--- src/node_pkg.sv ---
`default_nettype none

package node_pkg;

    // signed phase error width, range -16..15
    localparam int PDET_WIDTH = 5;
    // signed control code towards the oscillator
    localparam int RO_WIDTH = 5;
    // unsigned neighbour weights and the shift that normalises their sum
    localparam int WEIGHT_WIDTH = 4;
    localparam int WEIGHT_SHIFT = 2;
    // loop gains as unsigned fixed point
    localparam int KP_WIDTH = 6;
    localparam int KP_FRAC = 5;
    localparam int KI_WIDTH = 8;
    localparam int KI_FRAC = 7;
    localparam int INTEG_WIDTH = 16;
    // centre frequency word, oscillator step is BIAS minus the code
    localparam int BIAS = 16;
    localparam int ACC_WIDTH = 8;
    localparam int DIV_RATIO_LOG2 = 3;
    localparam int SYNC_STAGES = 2;

    // saturation limits for errors and control code
    localparam int ERR_MAX = 2 ** (PDET_WIDTH - 1) - 1;
    localparam int ERR_MIN = -(2 ** (PDET_WIDTH - 1));
    localparam int CC_MAX = 2 ** (RO_WIDTH - 1) - 1;
    localparam int CC_MIN = -(2 ** (RO_WIDTH - 1));

    // clamp a value into lo..hi
    function automatic int clamp(input int value, input int lo, input int hi);
        int result;
        result = value;
        if (value > hi) begin
            result = hi;
        end else if (value < lo) begin
            result = lo;
        end
        return result;
    endfunction

endpackage

`default_nettype wire

--- src/phase_detector.sv ---
`default_nettype none

module phase_detector (
    input  wire                                    fpga_clk_i,
    input  wire                                    reset_i,
    input  wire                                    reference_i,
    input  wire                                    generated_i,
    output logic signed [node_pkg::PDET_WIDTH-1:0] error_o
);

    localparam int ERR_W = node_pkg::PDET_WIDTH;
    // counter only has to reach the largest positive error
    localparam int CNT_W = node_pkg::PDET_WIDTH - 1;
    localparam int SYNC_MSB = node_pkg::SYNC_STAGES - 1;
    localparam logic [CNT_W-1:0] CNT_LAST = CNT_W'(node_pkg::ERR_MAX);

    typedef enum logic [1:0] {
        ST_IDLE,
        ST_REF_LEAD,
        ST_GEN_LEAD
    } state_t;

    state_t state;
    logic [CNT_W-1:0] count;
    logic [SYNC_MSB:0] ref_sync;
    logic [SYNC_MSB:0] gen_dly;
    logic ref_prev;
    logic gen_prev;
    logic ref_rise;
    logic gen_rise;

    // reference is asynchronous so it goes through a synchronizer
    // generated path gets the same number of flops to keep the offset
    always_ff @(posedge fpga_clk_i) begin
        if (reset_i) begin
            ref_sync <= '0;
            gen_dly  <= '0;
            ref_prev <= 1'b0;
            gen_prev <= 1'b0;
        end else begin
            ref_sync <= {ref_sync[SYNC_MSB-1:0], reference_i};
            gen_dly  <= {gen_dly[SYNC_MSB-1:0], generated_i};
            ref_prev <= ref_sync[SYNC_MSB];
            gen_prev <= gen_dly[SYNC_MSB];
        end
    end

    // rising edges after the matched delay
    assign ref_rise = ref_sync[SYNC_MSB] & ~ref_prev;
    assign gen_rise = gen_dly[SYNC_MSB] & ~gen_prev;

    // first edge starts the count, the other edge stops it
    always_ff @(posedge fpga_clk_i) begin
        if (reset_i) begin
            state   <= ST_IDLE;
            count   <= '0;
            error_o <= '0;
        end else begin
            case (state)
                ST_IDLE: begin
                    // count is 1 on the cycle after the starting edge
                    count <= CNT_W'(1);
                    if (ref_rise && gen_rise) begin
                        error_o <= '0;
                    end else if (ref_rise) begin
                        state <= ST_REF_LEAD;
                    end else if (gen_rise) begin
                        state <= ST_GEN_LEAD;
                    end
                end
                ST_REF_LEAD: begin
                    // reference leads so the error is positive
                    if (gen_rise) begin
                        error_o <= $signed({1'b0, count});
                        state   <= ST_IDLE;
                    end else if (count == CNT_LAST) begin
                        // would reach 16, store saturated and re-arm
                        error_o <= ERR_W'(node_pkg::ERR_MAX);
                        state   <= ST_IDLE;
                    end else begin
                        count <= count + 1'b1;
                    end
                end
                ST_GEN_LEAD: begin
                    // generated leads so the error is negative
                    if (ref_rise) begin
                        error_o <= -$signed({1'b0, count});
                        state   <= ST_IDLE;
                    end else if (count == CNT_LAST) begin
                        error_o <= ERR_W'(node_pkg::ERR_MIN);
                        state   <= ST_IDLE;
                    end else begin
                        count <= count + 1'b1;
                    end
                end
                default: begin
                    state <= ST_IDLE;
                end
            endcase
        end
    end

endmodule

`default_nettype wire

--- src/error_combiner.sv ---
`default_nettype none

module error_combiner (
    input  wire                                      fpga_clk_i,
    input  wire                                      reset_i,
    input  wire signed [node_pkg::PDET_WIDTH-1:0]    error_0_i,
    input  wire signed [node_pkg::PDET_WIDTH-1:0]    error_1_i,
    input  wire signed [node_pkg::PDET_WIDTH-1:0]    error_2_i,
    input  wire signed [node_pkg::PDET_WIDTH-1:0]    error_3_i,
    input  wire        [node_pkg::WEIGHT_WIDTH-1:0]  weight_0_i,
    input  wire        [node_pkg::WEIGHT_WIDTH-1:0]  weight_1_i,
    input  wire        [node_pkg::WEIGHT_WIDTH-1:0]  weight_2_i,
    input  wire        [node_pkg::WEIGHT_WIDTH-1:0]  weight_3_i,
    output logic signed [node_pkg::PDET_WIDTH-1:0]   error_comb_o
);

    localparam int N_ERR = 4;
    localparam int ERR_W = node_pkg::PDET_WIDTH;
    // signed error times a zero-extended weight
    localparam int PROD_W = node_pkg::PDET_WIDTH + node_pkg::WEIGHT_WIDTH + 1;
    // two extra bits for the four-way sum
    localparam int SUM_W = PROD_W + 2;

    logic signed [ERR_W-1:0] err_arr [N_ERR];
    logic [node_pkg::WEIGHT_WIDTH-1:0] wgt_arr [N_ERR];
    logic signed [PROD_W-1:0] prod [N_ERR];
    logic signed [SUM_W-1:0] sum;
    logic signed [SUM_W-1:0] scaled;
    int sat;

    assign err_arr[0] = error_0_i;
    assign err_arr[1] = error_1_i;
    assign err_arr[2] = error_2_i;
    assign err_arr[3] = error_3_i;
    assign wgt_arr[0] = weight_0_i;
    assign wgt_arr[1] = weight_1_i;
    assign wgt_arr[2] = weight_2_i;
    assign wgt_arr[3] = weight_3_i;

    // full-width weighted sum, a zero weight drops that neighbour
    always_comb begin
        sum = '0;
        for (int i = 0; i < N_ERR; i++) begin
            prod[i] = err_arr[i] * $signed({1'b0, wgt_arr[i]});
            sum = sum + prod[i];
        end
        // weights adding up to 4 give a plain average
        scaled = sum >>> node_pkg::WEIGHT_SHIFT;
        sat = node_pkg::clamp(int'(scaled), node_pkg::ERR_MIN, node_pkg::ERR_MAX);
    end

    // one cycle from any input change to the output
    always_ff @(posedge fpga_clk_i) begin
        if (reset_i) begin
            error_comb_o <= '0;
        end else begin
            error_comb_o <= ERR_W'(sat);
        end
    end

endmodule

`default_nettype wire

--- src/loop_filter.sv ---
`default_nettype none

module loop_filter (
    input  wire                                    fpga_clk_i,
    input  wire                                    reset_i,
    input  wire                                    update_i,
    input  wire signed [node_pkg::PDET_WIDTH-1:0]  error_i,
    input  wire        [node_pkg::KP_WIDTH-1:0]    kp_i,
    input  wire        [node_pkg::KI_WIDTH-1:0]    ki_i,
    output logic signed [node_pkg::RO_WIDTH-1:0]   dco_cc_o
);

    localparam int CC_W = node_pkg::RO_WIDTH;
    localparam int INTEG_W = node_pkg::INTEG_WIDTH;
    localparam int KI_SCALE = 2 ** node_pkg::KI_FRAC;
    // integrator range whose integer part maps onto the code range
    localparam int INTEG_MAX = (node_pkg::CC_MAX + 1) * KI_SCALE - 1;
    localparam int INTEG_MIN = node_pkg::CC_MIN * KI_SCALE;

    // integrator keeps KI_FRAC fractional bits
    logic signed [INTEG_W-1:0] integ;

    int err_val;
    int i_step;
    int integ_sum;
    int integ_next;
    int p_prod;
    int p_term;
    int i_term;
    int cc_next;

    always_comb begin
        // error is signed, gains are unsigned
        err_val = int'(error_i);

        // integral path
        i_step = err_val * int'(ki_i);
        integ_sum = int'(integ) + i_step;
        // clamp stops wind-up beyond the usable code range
        integ_next = node_pkg::clamp(integ_sum, INTEG_MIN, INTEG_MAX);
        i_term = integ_next >>> node_pkg::KI_FRAC;

        // proportional path, drop the kp fraction
        p_prod = err_val * int'(kp_i);
        p_term = p_prod >>> node_pkg::KP_FRAC;

        // sum uses the freshly updated integrator
        cc_next = node_pkg::clamp(p_term + i_term, node_pkg::CC_MIN, node_pkg::CC_MAX);
    end

    // update strobe comes from the oscillator early tick
    // so the new code lands on the divided clock edge
    always_ff @(posedge fpga_clk_i) begin
        if (reset_i) begin
            integ    <= '0;
            dco_cc_o <= '0;
        end else if (update_i) begin
            integ    <= INTEG_W'(integ_next);
            dco_cc_o <= CC_W'(cc_next);
        end
    end

endmodule

`default_nettype wire

--- src/dco.sv ---
`default_nettype none

module dco (
    input  wire                                  fpga_clk_i,
    input  wire                                  reset_i,
    input  wire                                  enable_i,
    input  wire signed [node_pkg::RO_WIDTH-1:0]  dco_cc_i,
    output logic                                 gen_clk_o,
    output logic                                 gen_div8_o,
    output logic                                 early_tick_o
);

    localparam int ACC_W = node_pkg::ACC_WIDTH;
    localparam int DIV_W = node_pkg::DIV_RATIO_LOG2;
    localparam int ACC_MSB = ACC_W - 1;
    localparam int DIV_MSB = DIV_W - 1;
    // divider value one gen_clk rise before its top bit goes high
    localparam logic [DIV_MSB:0] DIV_PRE_RISE = DIV_W'((1 << DIV_MSB) - 1);

    logic [ACC_MSB:0] acc;
    logic [ACC_MSB:0] step;
    logic [ACC_MSB:0] acc_next;
    logic [DIV_MSB:0] div_cnt;
    logic top_rise;

    // positive code slows the oscillator
    // step stays in 1..32 over the whole code range
    assign step = ACC_W'(node_pkg::BIAS - int'(dco_cc_i));
    assign acc_next = acc + step;

    // look one step ahead for the rise of the top bit
    assign top_rise = ~acc[ACC_MSB] & acc_next[ACC_MSB];

    // fires the cycle before gen_div8 rises
    // so the filter update lands on that same edge
    assign early_tick_o = enable_i & top_rise & (div_cnt == DIV_PRE_RISE);

    always_ff @(posedge fpga_clk_i) begin
        if (reset_i) begin
            acc     <= '0;
            div_cnt <= '0;
        end else if (enable_i) begin
            acc <= acc_next;
            // divide by eight on rising edges of the top bit
            if (top_rise) begin
                div_cnt <= div_cnt + 1'b1;
            end
        end
    end

    // both outputs are straight register bits
    assign gen_clk_o = acc[ACC_MSB];
    assign gen_div8_o = div_cnt[DIV_MSB];

endmodule

`default_nettype wire

--- src/network_node.sv ---
`default_nettype none

module network_node (
    input  wire                                      fpga_clk_i,
    input  wire                                      reset_i,
    input  wire                                      enable_i,
    input  wire                                      ref_left_i,
    input  wire                                      ref_above_i,
    input  wire signed [node_pkg::PDET_WIDTH-1:0]    error_right_i,
    input  wire signed [node_pkg::PDET_WIDTH-1:0]    error_bottom_i,
    input  wire        [node_pkg::KP_WIDTH-1:0]      kp_i,
    input  wire        [node_pkg::KI_WIDTH-1:0]      ki_i,
    input  wire        [node_pkg::WEIGHT_WIDTH-1:0]  weight_left_i,
    input  wire        [node_pkg::WEIGHT_WIDTH-1:0]  weight_above_i,
    input  wire        [node_pkg::WEIGHT_WIDTH-1:0]  weight_right_i,
    input  wire        [node_pkg::WEIGHT_WIDTH-1:0]  weight_below_i,
    output wire                                      gen_clk_o,
    output wire                                      gen_div8_o,
    output wire signed [node_pkg::PDET_WIDTH-1:0]    error_left_o,
    output wire signed [node_pkg::PDET_WIDTH-1:0]    error_above_o,
    output wire signed [node_pkg::RO_WIDTH-1:0]      dco_cc_o
);

    // combined error into the filter
    wire signed [node_pkg::PDET_WIDTH-1:0] error_comb;
    // filter update strobe from the oscillator
    wire early_tick;

    // both detectors compare against the divided clock
    phase_detector pdet_left (
        .fpga_clk_i  (fpga_clk_i),
        .reset_i     (reset_i),
        .reference_i (ref_left_i),
        .generated_i (gen_div8_o),
        .error_o     (error_left_o)
    );

    phase_detector pdet_above (
        .fpga_clk_i  (fpga_clk_i),
        .reset_i     (reset_i),
        .reference_i (ref_above_i),
        .generated_i (gen_div8_o),
        .error_o     (error_above_o)
    );

    // slot order is above, left, right, below
    error_combiner u_error_combiner (
        .fpga_clk_i   (fpga_clk_i),
        .reset_i      (reset_i),
        .error_0_i    (error_above_o),
        .error_1_i    (error_left_o),
        .error_2_i    (error_right_i),
        .error_3_i    (error_bottom_i),
        .weight_0_i   (weight_above_i),
        .weight_1_i   (weight_left_i),
        .weight_2_i   (weight_right_i),
        .weight_3_i   (weight_below_i),
        .error_comb_o (error_comb)
    );

    loop_filter u_loop_filter (
        .fpga_clk_i (fpga_clk_i),
        .reset_i    (reset_i),
        .update_i   (early_tick),
        .error_i    (error_comb),
        .kp_i       (kp_i),
        .ki_i       (ki_i),
        .dco_cc_o   (dco_cc_o)
    );

    // control code closes the loop back into the oscillator
    dco u_dco (
        .fpga_clk_i   (fpga_clk_i),
        .reset_i      (reset_i),
        .enable_i     (enable_i),
        .dco_cc_i     (dco_cc_o),
        .gen_clk_o    (gen_clk_o),
        .gen_div8_o   (gen_div8_o),
        .early_tick_o (early_tick)
    );

endmodule

`default_nettype wire

--- config.mk ---
export PLATFORM = sky130hd
export DESIGN_NAME = network_node
export DESIGN_NICKNAME = d
export VERILOG_FILES = /design/src/node_pkg.sv /design/src/phase_detector.sv /design/src/error_combiner.sv /design/src/loop_filter.sv /design/src/dco.sv /design/src/network_node.sv
export SDC_FILE = /design/constraint.sdc
export NUM_CORES = 1
export LEC_CHECK = 0
export BUFFER_PORTS_ARGS = -buffer_cell sky130_fd_sc_hd__buf_2
export CORE_UTILIZATION = 55
export DETAILED_ROUTE_END_ITERATION = 8
export PLACE_DENSITY = 0.7
export SYNTH_ARGS = -nofsm -noshare
export SYNTH_HDL_FRONTEND = slang
export SYNTH_SLANG_ARGS = --single-unit
--- constraint.sdc ---
create_clock -name fpga_clk_i -period 10.45 [get_ports fpga_clk_i]
set_input_delay 0.5225 -clock fpga_clk_i [delete_from_list [all_inputs] [get_ports fpga_clk_i]]
set_output_delay 0.5225 -clock fpga_clk_i [all_outputs]
set_load 0.05 [all_outputs]
# After elaboration in Yosys (flattened, before gate mapping)
# Cells that the tools add are included.
dict set report totals {
  regBits 71
  latchBits 0
  ramBits 0
  rom_bits 0
  output_inout_bits 17
  wordCells 131
  mem_count 0
}
dict set report op_classes {
  n_addsub 12
  n_mul 6
  n_div 0
  n_lt_le_gt_ge 6
  eq_ne 21
  n_shift 0
  n_mux 40
  bitwise 12
  reduce_logical 14
}
# operator n
set op_table {}
lappend op_table {{5-bit two-way mux} 13}
lappend op_table {{32-bit two-way mux} 2}
lappend op_table {{5-bit by 5-bit multiplier with 10-bit output} 4}
lappend op_table {{32-bit by 12-bit > comparator with 1-bit output, second input constant} 1}
lappend op_table {{32-bit by 12-bit < comparator with 1-bit output, second input constant} 1}
lappend op_table {{5-bit case mux with 3 select lines} 2}
lappend op_table {{4-bit two-way mux} 7}
lappend op_table {{7-bit by 25-bit adder with 26-bit output} 1}
lappend op_table {{26-bit by 5-bit > comparator with 1-bit output, second input constant} 1}
lappend op_table {{26-bit by 5-bit < comparator with 1-bit output, second input constant} 1}
lappend op_table {{2-bit two-way mux} 12}
lappend op_table {{4-bit case mux with 3 select lines} 2}
lappend op_table {{3-bit by 1-bit != test with 1-bit output, second input constant} 6}
lappend op_table {{16-bit by 14-bit adder with 17-bit output} 1}
lappend op_table {{5-bit by 9-bit multiplier with 14-bit output} 1}
lappend op_table {{11-bit by 10-bit adder with 12-bit output} 1}
lappend op_table {{12-bit by 10-bit adder with 12-bit output} 1}
lappend op_table {{5-bit by 7-bit multiplier with 12-bit output} 1}
lappend op_table {{2-bit != test, second input constant} 6}
lappend op_table {{2-bit case mux with 3 select lines} 2}
lappend op_table {{10-bit by 10-bit adder with 11-bit output} 1}
lappend op_table {{10-bit by 5-bit > comparator with 1-bit output, second input constant} 1}
lappend op_table {{10-bit by 5-bit < comparator with 1-bit output, second input constant} 1}
lappend op_table {{4-bit negation with 5-bit output} 2}
lappend op_table {{18 further kinds} 40}

# Depth between registers and ports, before layout
# Gate-level depths: netlist of run 1.
dict set report depth {
  ltp_word 9
  mapped_depth 33
  depth_no_buf 33
}

# Cells and area by module
# Synthesis of run 1 repeated with hierarchy kept, for this count alone.
dict set report unflattened {
  cells_unflattened 1270
  area_unflattened_um2 11234.5
}
# module n_inst cells_each area_per_inst_um2
set modules_own_cells {}
lappend modules_own_cells {error_combiner 1 487 4391.7}
lappend modules_own_cells {loop_filter 1 488 4249.1}
lappend modules_own_cells {{phase_detector at pdet_left} 1 103 904.6}
lappend modules_own_cells {{phase_detector at pdet_above} 1 103 902.1}
lappend modules_own_cells {dco 1 89 787.0}

# Worst setup path after synthesis of run 1
# No wires, ideal clock.
dict set report synth_timing {
  kind {register to register}
  startpoint {register u_error_combiner.error_comb_o[4] (netlist name)}
  endpoint {register u_loop_filter.dco_cc_o[2] (netlist name)}
  setup_time_ns 0.093
  arrival_ns 7.951
  path_slack_ns 2.406
  path_stages_with_launch 33
  n_path_buf 0
  synth_period_minus_slack_ns 8.044
  cell_sequence {dfxtp_1 -> clkinv_1 -> fa_1 -> fa_1 -> inv_1 -> fa_1 -> inv_1 -> fa_1 -> inv_1 -> fa_1 -> a21o_1 -> a211oi_1 -> o21ai_1 -> a31o_1 -> a21oi_1 -> xor2_1 -> o41ai_2 -> nand2_1 -> nand2b_1 -> ha_1 -> a211oi_1 -> nor2_1 -> o21ai_0 -> nand2_1 -> a31oi_1 -> o21ai_0 -> a21oi_1 -> fa_1 -> nor2_1 -> nand3_1 -> nor4b_4 -> nor2_2 -> o311ai_2}
}
# item line_no
set synth_lines {}
lappend synth_lines {{start: declaration} error_combiner.sv:14} ;# output logic signed [node_pkg::PDET_WIDTH-1:0] error_comb_o
lappend synth_lines {{start signal: assignment} error_combiner.sv:57} ;# error_comb_o <= ERR_W'(sat);
lappend synth_lines {{end signal: assignment} loop_filter.sv:59} ;# dco_cc_o <= CC_W'(cc_next);
lappend synth_lines {{end: declaration} loop_filter.sv:10} ;# output logic signed [node_pkg::RO_WIDTH-1:0] dco_cc_o

==> results.md, run 1 <==
* Layout cells sized above 1 at 0.0806
* Pwr/cell area at 214 nW/um^2
* Vias in the first global route at ~7800
* Mean Syn Cell Area at roughly 8.9 um^2
* Post-route cell area at between 10000 and 15000 um^2
* Residual DRC count at 0
* Worst-Skew Late Latency at between 0.3 and 0.4 ns
* Detailed-route wire length per cell at approximately 14 um
* Yosys cell types at 69
* Top_reg_cell synth: dfxtp_1
* Global-route wire length before repair at 36700 um
* WL met3 at between 600 and 700 um
* Seq/Total Area, Yosys at 0.130
* Initial antenna violation count at 0
* Largest family of logic cells by synthesized area: adder cells
* Status: finished clean
* Crit Path Max Fanout at 11
* GPL Wtd Cong at approximately 0.96
* Dpl cells at around 1500
* Synth Area in Simple Gates at 0.180
* Async S/R FF share, synth at 0
* Pre-CTS WS at about 1.4 ns
* CTS Sinks at 68
* Reg2reg start: u_error_combiner.error_comb_o[4]
* Number of I/O port buffers at 61
* Antenna cells at 0
* Antenna viol nets, final at 0
* Total Die Area at between 15000 and 20000 um^2
* Post_cts resized at 0
* Yosys top cell area share at 0.267
* DP HPWL at approximately 18000 um
* Io pins at 62
* Final min period at ~9 ns
* Post-synth top cells: inv_1 (185), ha_1 (149), fa_1 (140), nand2_1 (105), and2_1 (103)
* Clock Tree Root: clkbuf_16
* Largest stage delay, worst path at between 0.6 and 0.7 ns
* CTS buffer count at 9
* LEAKAGE at 5.79 nW
* Slowest CP cell: o41ai_2
* FMAX at roughly 0.11 GHz
* Post-Layout Cell Count at 1475
* Synth Warn # at 0
* Startpoint Class: register
* CP Class: register to register
* DRT Pass-1 Iters at 5
* Synth Instances at between 1000 and 1500
* Tightest Pin Transition at roughly 0.74 ns
* Critical hold path startpoint: ref_above_i
* Fin. max-slew vios at 0
* RSZ-0062 raised after global routing: no
* Std-Cell Core Area at 18700 um^2
* CTS H-tree depth at 3
* MaxCap Viol Count at 0
* Cell Rows at 50
* CTS tree: done
* Fin crit share at 0.869
* Wire length on met2 at about 9600 um
* Fin Setup TNS at 0 ns
* Die width at 140 um
* Die height at 140 um
* Slew headroom at 0.503
* Post-synthesis instance area at 10500 um^2
* Routed wire length at between 20000 and 25000 um
* Post-CTS Setup Bufs at 0
* Number of vias per cell at approximately 5.4
* Gr usage total at 0.233
* Placed cell area at between 10000 and 15000 um^2
* Fin Clk Skew at 0.0139 ns
* Max clock buf depth at 2
* # hold bufs at CTS at 0
* Setup ws final at between 1 and 1.5 ns
* WL met1 at ~11000 um
* Synth Area in XOR/XNOR at 0.0367
* Compound-Gate Fraction of Synth Area at 0.128
* Crit path top cell by count: fa_1
* Main area contributors after synthesis: fa_1 (27%), ha_1 (18%), dfxtp_1 (13%)
* Synthesis-to-layout area growth at 7.75%
* Worst EP required at 10.71 ns
* Max IR drop VDD at 0.152 mV
* Worst hold slack at around 0.38 ns
* Number of synthesized register bits at 68
* EDFF count, synth at 0
* Post-synth top area cell: fa_1
* Grt ovf at 0
* Routed vias at between 7000 and 8000
* Final net count at between 1500 and 2000
* Setup crit start: u_error_combiner.error_comb_o[4]
* Final setup viols at 0
* Largest net degree at the start of global routing at 66
* Mux share of post-synthesis cell area at 0.00668
* Initial DRC count at 357
* Final Hold Viols at 0
* Initial Util at 0.561
* CP endpoint kind: register
* Most common cell in the netlist: inv_1
* Top Metal Used: met4
* CTS clk-pin slew, worst paths at ~0.07 ns
* Post-Syn Nets at ~1500
* Hold Crit Class: primary input to register
* CP Data Arrival Time at about 9.3 ns
* Post-synthesis adder-cell area fraction at 0.445
==> stage by stage <==
| stage | power, mW | utilization |
|---|---|---|
| 2_1_floorplan | 1.73 | - |
| 3_3_place_gp | 2.10 | 0.589 |
| 3_5_place_dp | 2.12 | 0.589 |
| 4_1_cts | 2.44 | 0.604 |
| 5_1_grt | 2.69 | 0.604 |
| 6_report | 2.41 | 0.604 |
==> metal layers <==
layer / up-vias / GRT usage
met5: - / 0
met4: 0 / 0.0445
met3: 13 / 0.0342
met2: 128 / 0.377
met1: 3777 / 0.332
li1: 3975 / -
==> final timing paths <==
path,slack (ns),depth (start not counted),to
hold / removal,0.38,2,pdet_above.ref_sync[0]
setup / recovery,1.37,32,u_loop_filter.dco_cc_o[2]
hold reg to reg,0.44,1,pdet_above.gen_dly[1]
setup reg to reg,1.37,32,u_loop_filter.dco_cc_o[2]
==> state kept, by name, indices dropped and copies added (netlist names), 2 cells and up <==
register,cells
u_dco.acc,8
u_loop_filter.dco_cc_o,5
pdet_above.state,2
u_error_combiner.error_comb_o,5
pdet_above.gen_dly,2
pdet_above.ref_sync,2
pdet_left.ref_sync,2
pdet_above.error_o,5
pdet_left.error_o,5
pdet_above.count,4
pdet_left.state,2
pdet_left.count,4
u_dco.div_cnt,3
u_loop_filter.integ,16
==> cell families (layout without fill, tap and decap cells) <==
kind of cell,count (synthesis),count (layout)
compound gates,194,194
fa+ha+maj,289,289
xor+xnor,44,44
flops,68,68
mux,7,7
simple gates,375,375
buf+inv,206,264
==> critical path, delay by kind of cell, from the launching register on <==
kind | cells | cell delay, ns
xor+xnor | 1 | 0.13
flops | 1 | 0.64
compound gates | 12 | 3.08
fa+ha+maj | 7 | 3.32
simple gates | 8 | 1.11
buf+inv | 4 | 0.70
==> placed cells by master (no fill, tap or decap), types with 6 or more instances in the layout <==
cell / netlist / final
a211oi_1: 17 / 17
clkbuf_16: 0 / 9
o21ai_0: 26 / 26
fa_1: 140 / 140
nor2_1: 74 / 74
nand2b_1: 16 / 16
nand2_1: 105 / 105
a21oi_1: 62 / 62
xnor2_1: 31 / 31
inv_1: 185 / 185
ha_1: 149 / 149
nand3_1: 18 / 18
xor2_1: 13 / 13
nand4_1: 6 / 6
nor3_1: 13 / 13
mux2i_1: 7 / 7
a21o_1: 18 / 18
and2_1: 103 / 103
nor2b_1: 17 / 17
o21ai_1: 7 / 7
buf_2: 1 / 61
o21bai_1: 6 / 6
dfxtp_1: 68 / 68
==> power breakdown <==
| part | internal [mW] | switching, mW | leakage [nW] |
|---|---|---|---|
| logic | 0.781 | 1.04 | 5.10 |
| registers | 0.273 | 0.0283 | 0.552 |
| clock network | 0.163 | 0.128 | 0.133 |
| total | 1.22 | 1.20 | 5.79 |
==> cell type report <==
class / instances / area (um^2)
Clock buffer: 9 / 225
Clock inverter: 7 / 58.8
Fill cell: 1652 / 7400
Inverter: 186 / 698
Multi-Input combinational cell: 909 / 8350
Sequential cell: 68 / 1360
Tap cell: 234 / 293
Timing Repair Buffer: 62 / 313
(Power assumes the default switching activity.)
==> run 2, diff against run 1 <==
ABC_CLOCK_PERIOD_IN_PS = 10450   (was default)
CORE_UTILIZATION = 50   (was 55)
PLACE_DENSITY = 0.65   (was 0.7)
==> run 2 against run 1 <==
  * Non-clock buffer count stayed put
  * Total power increased by 0.74%
  * Worst setup slack improved by 0.011 ns
  * Clock-buffer cell count is 1 higher
  * Fmax up 0.12%
  * Sequential power hardly changed
  * Sequential cell count did not move
  * Wire length fell by 1.1%
  * Cell count rose by 2.4%
  * Core utilization down 4.7 points
  * Via count shrank 0.79%
  * Critical endpoint unchanged
  * Largest cell class unchanged
==> results.md, run 2 (synthesized netlist as in run 1, its figures left out) <==
* Status: finished clean
* Std-Cell Core Area at slightly above 20000 um^2
* Final net count at 1570
* Slowest CP cell: o41ai_2
* Cell Rows at 52
* CP Data Arrival Time at approximately 9.3 ns
* Final Hold Viols at 0
* Largest net degree at the start of global routing at 66
* Number of vias per cell at approximately 5.2
* Critical hold path startpoint: ref_left_i
* CP Class: register to register
* Fin Clk Skew at about 0.012 ns
* Grt ovf at 0
* Antenna viol nets, final at 0
* MaxCap Viol Count at 0
* # hold bufs at CTS at 0
* Final min period at between 9 and 10 ns
* LEAKAGE at about 5.8 nW
* Pwr/cell area at roughly 210 nW/um^2
* Worst EP required at around 11 ns
* Slew headroom at 0.435
* RSZ-0062 raised after global routing: no
* Layout cells sized above 1 at 0.0806
* Max clock buf depth at 2
* Total Die Area at roughly 22000 um^2
* DRT Pass-1 Iters at 5
* Tightest Pin Transition at ~0.84 ns
* Largest register by flop count: u_loop_filter.integ
* Setup crit start: u_error_combiner.error_comb_o[4]
* CTS H-tree depth at 3
* Routed vias at about 7800
* CTS Sinks at just under 70
* Io pins at 62
* GPL Wtd Cong at ~0.89
* Fin. max-slew vios at 0
* DP HPWL at roughly 18000 um
* Worst hold slack at a little under 0.4 ns
* Detailed-route wire length per cell at between 10 and 15 um
* Die height at roughly 150 um
* Fin crit share at 0.868
* Vias in the first global route at around 7600
* Antenna cells at 0
* Most frequent cells in the layout: inv_1 (185), ha_1 (149), fa_1 (140)
* Fin Setup TNS at 0 ns
* Residual DRC count at 0
* Synthesis-to-layout area growth at 8.44%
* CP endpoint kind: register
* Crit Path Max Fanout at 11
* Post_cts resized at 0
* CTS tree: done
* Largest stage delay, worst path at between 0.6 and 0.7 ns
* Post-CTS Setup Bufs at 0
* Routed wire length at ~21000 um
* Startpoint Class: register
* Hold Crit Class: primary input to register
* Max reg flops at 16
* Max IR drop VDD at 0.132 mV
* Die width at roughly 150 um
* Worst-Skew Late Latency at 0.34 ns
* Clock Tree Root: clkbuf_16
* Gr usage total at 0.211
* Number of I/O port buffers at a little over 60
* Global-route wire length before repair at 36900 um
* FMAX at ~0.11 GHz
* Largest regs: u_loop_filter.integ: 16 flops, u_dco.acc: 8 flops
* Crit path top cell by count: fa_1
* Initial DRC count at 349
* CTS clk-pin slew, worst paths at around 0.07 ns
* Reg2reg start: u_error_combiner.error_comb_o[4]
* Commonest non-fill, non-tap cell in the layout: inv_1
* CTS buffer count at 9
* Final setup viols at 0
* Initial antenna violation count at 0
* Initial Util at 0.513
==> run 2: power breakdown <==
group          switching, mW  leakage (nW)  total (mW)  internal, mW
logic                   1.04          5.10        1.82         0.778
clock network          0.120         0.146       0.314         0.193
registers             0.0289         0.552       0.302         0.273
total                   1.19          5.80        2.43          1.24
==> run 2: layout make-up <==
class | instances | area (um^2)
fill | 1899 | 9060
multi-input combinational | 909 | 8350
sequential | 68 | 1360
inverter | 186 | 698
tap | 270 | 338
timing repair buffer | 62 | 313
clock buffer | 10 | 239
clock inverter | 6 | 71.3
==> run 2: critical path: cells and delay by family, from the launching register on <==
kind            cells  cell delay (ns)
compound gates     12             3.12
xor+xnor            1             0.12
fa+ha+maj           7             3.31
buf+inv             4             0.66
flops               1             0.63
simple gates        8             1.14
==> run 2: final timing paths <==
path,endpoint,slack [ns],cells after the start
max reg2reg,u_loop_filter.dco_cc_o[2],1.38,32
max,u_loop_filter.dco_cc_o[2],1.38,32
min,pdet_left.ref_sync[0],0.39,2
min reg2reg,pdet_left.ref_sync[1],0.44,1
==> run 2: through the flow <==
stage          worst slack, ns  cell area (um^2)  std cells   util  power, mW
2_1_floorplan             2.41             10500       1183      -       1.73
3_3_place_gp              1.62             11100       1495  0.541       2.11
3_5_place_dp              1.41             11100       1495  0.541       2.13
4_1_cts                   1.35             11400       1511  0.557       2.46
5_1_grt                  0.723             11400       1511  0.557       2.72
6_report                  1.38             11400       1511  0.557       2.43
==> run 2: per-layer routing <==
metal  wire [um]  GRT usage
met5           0          0
met4         158     0.0359
met3         701     0.0332
met2        9200      0.325
met1       10800      0.316
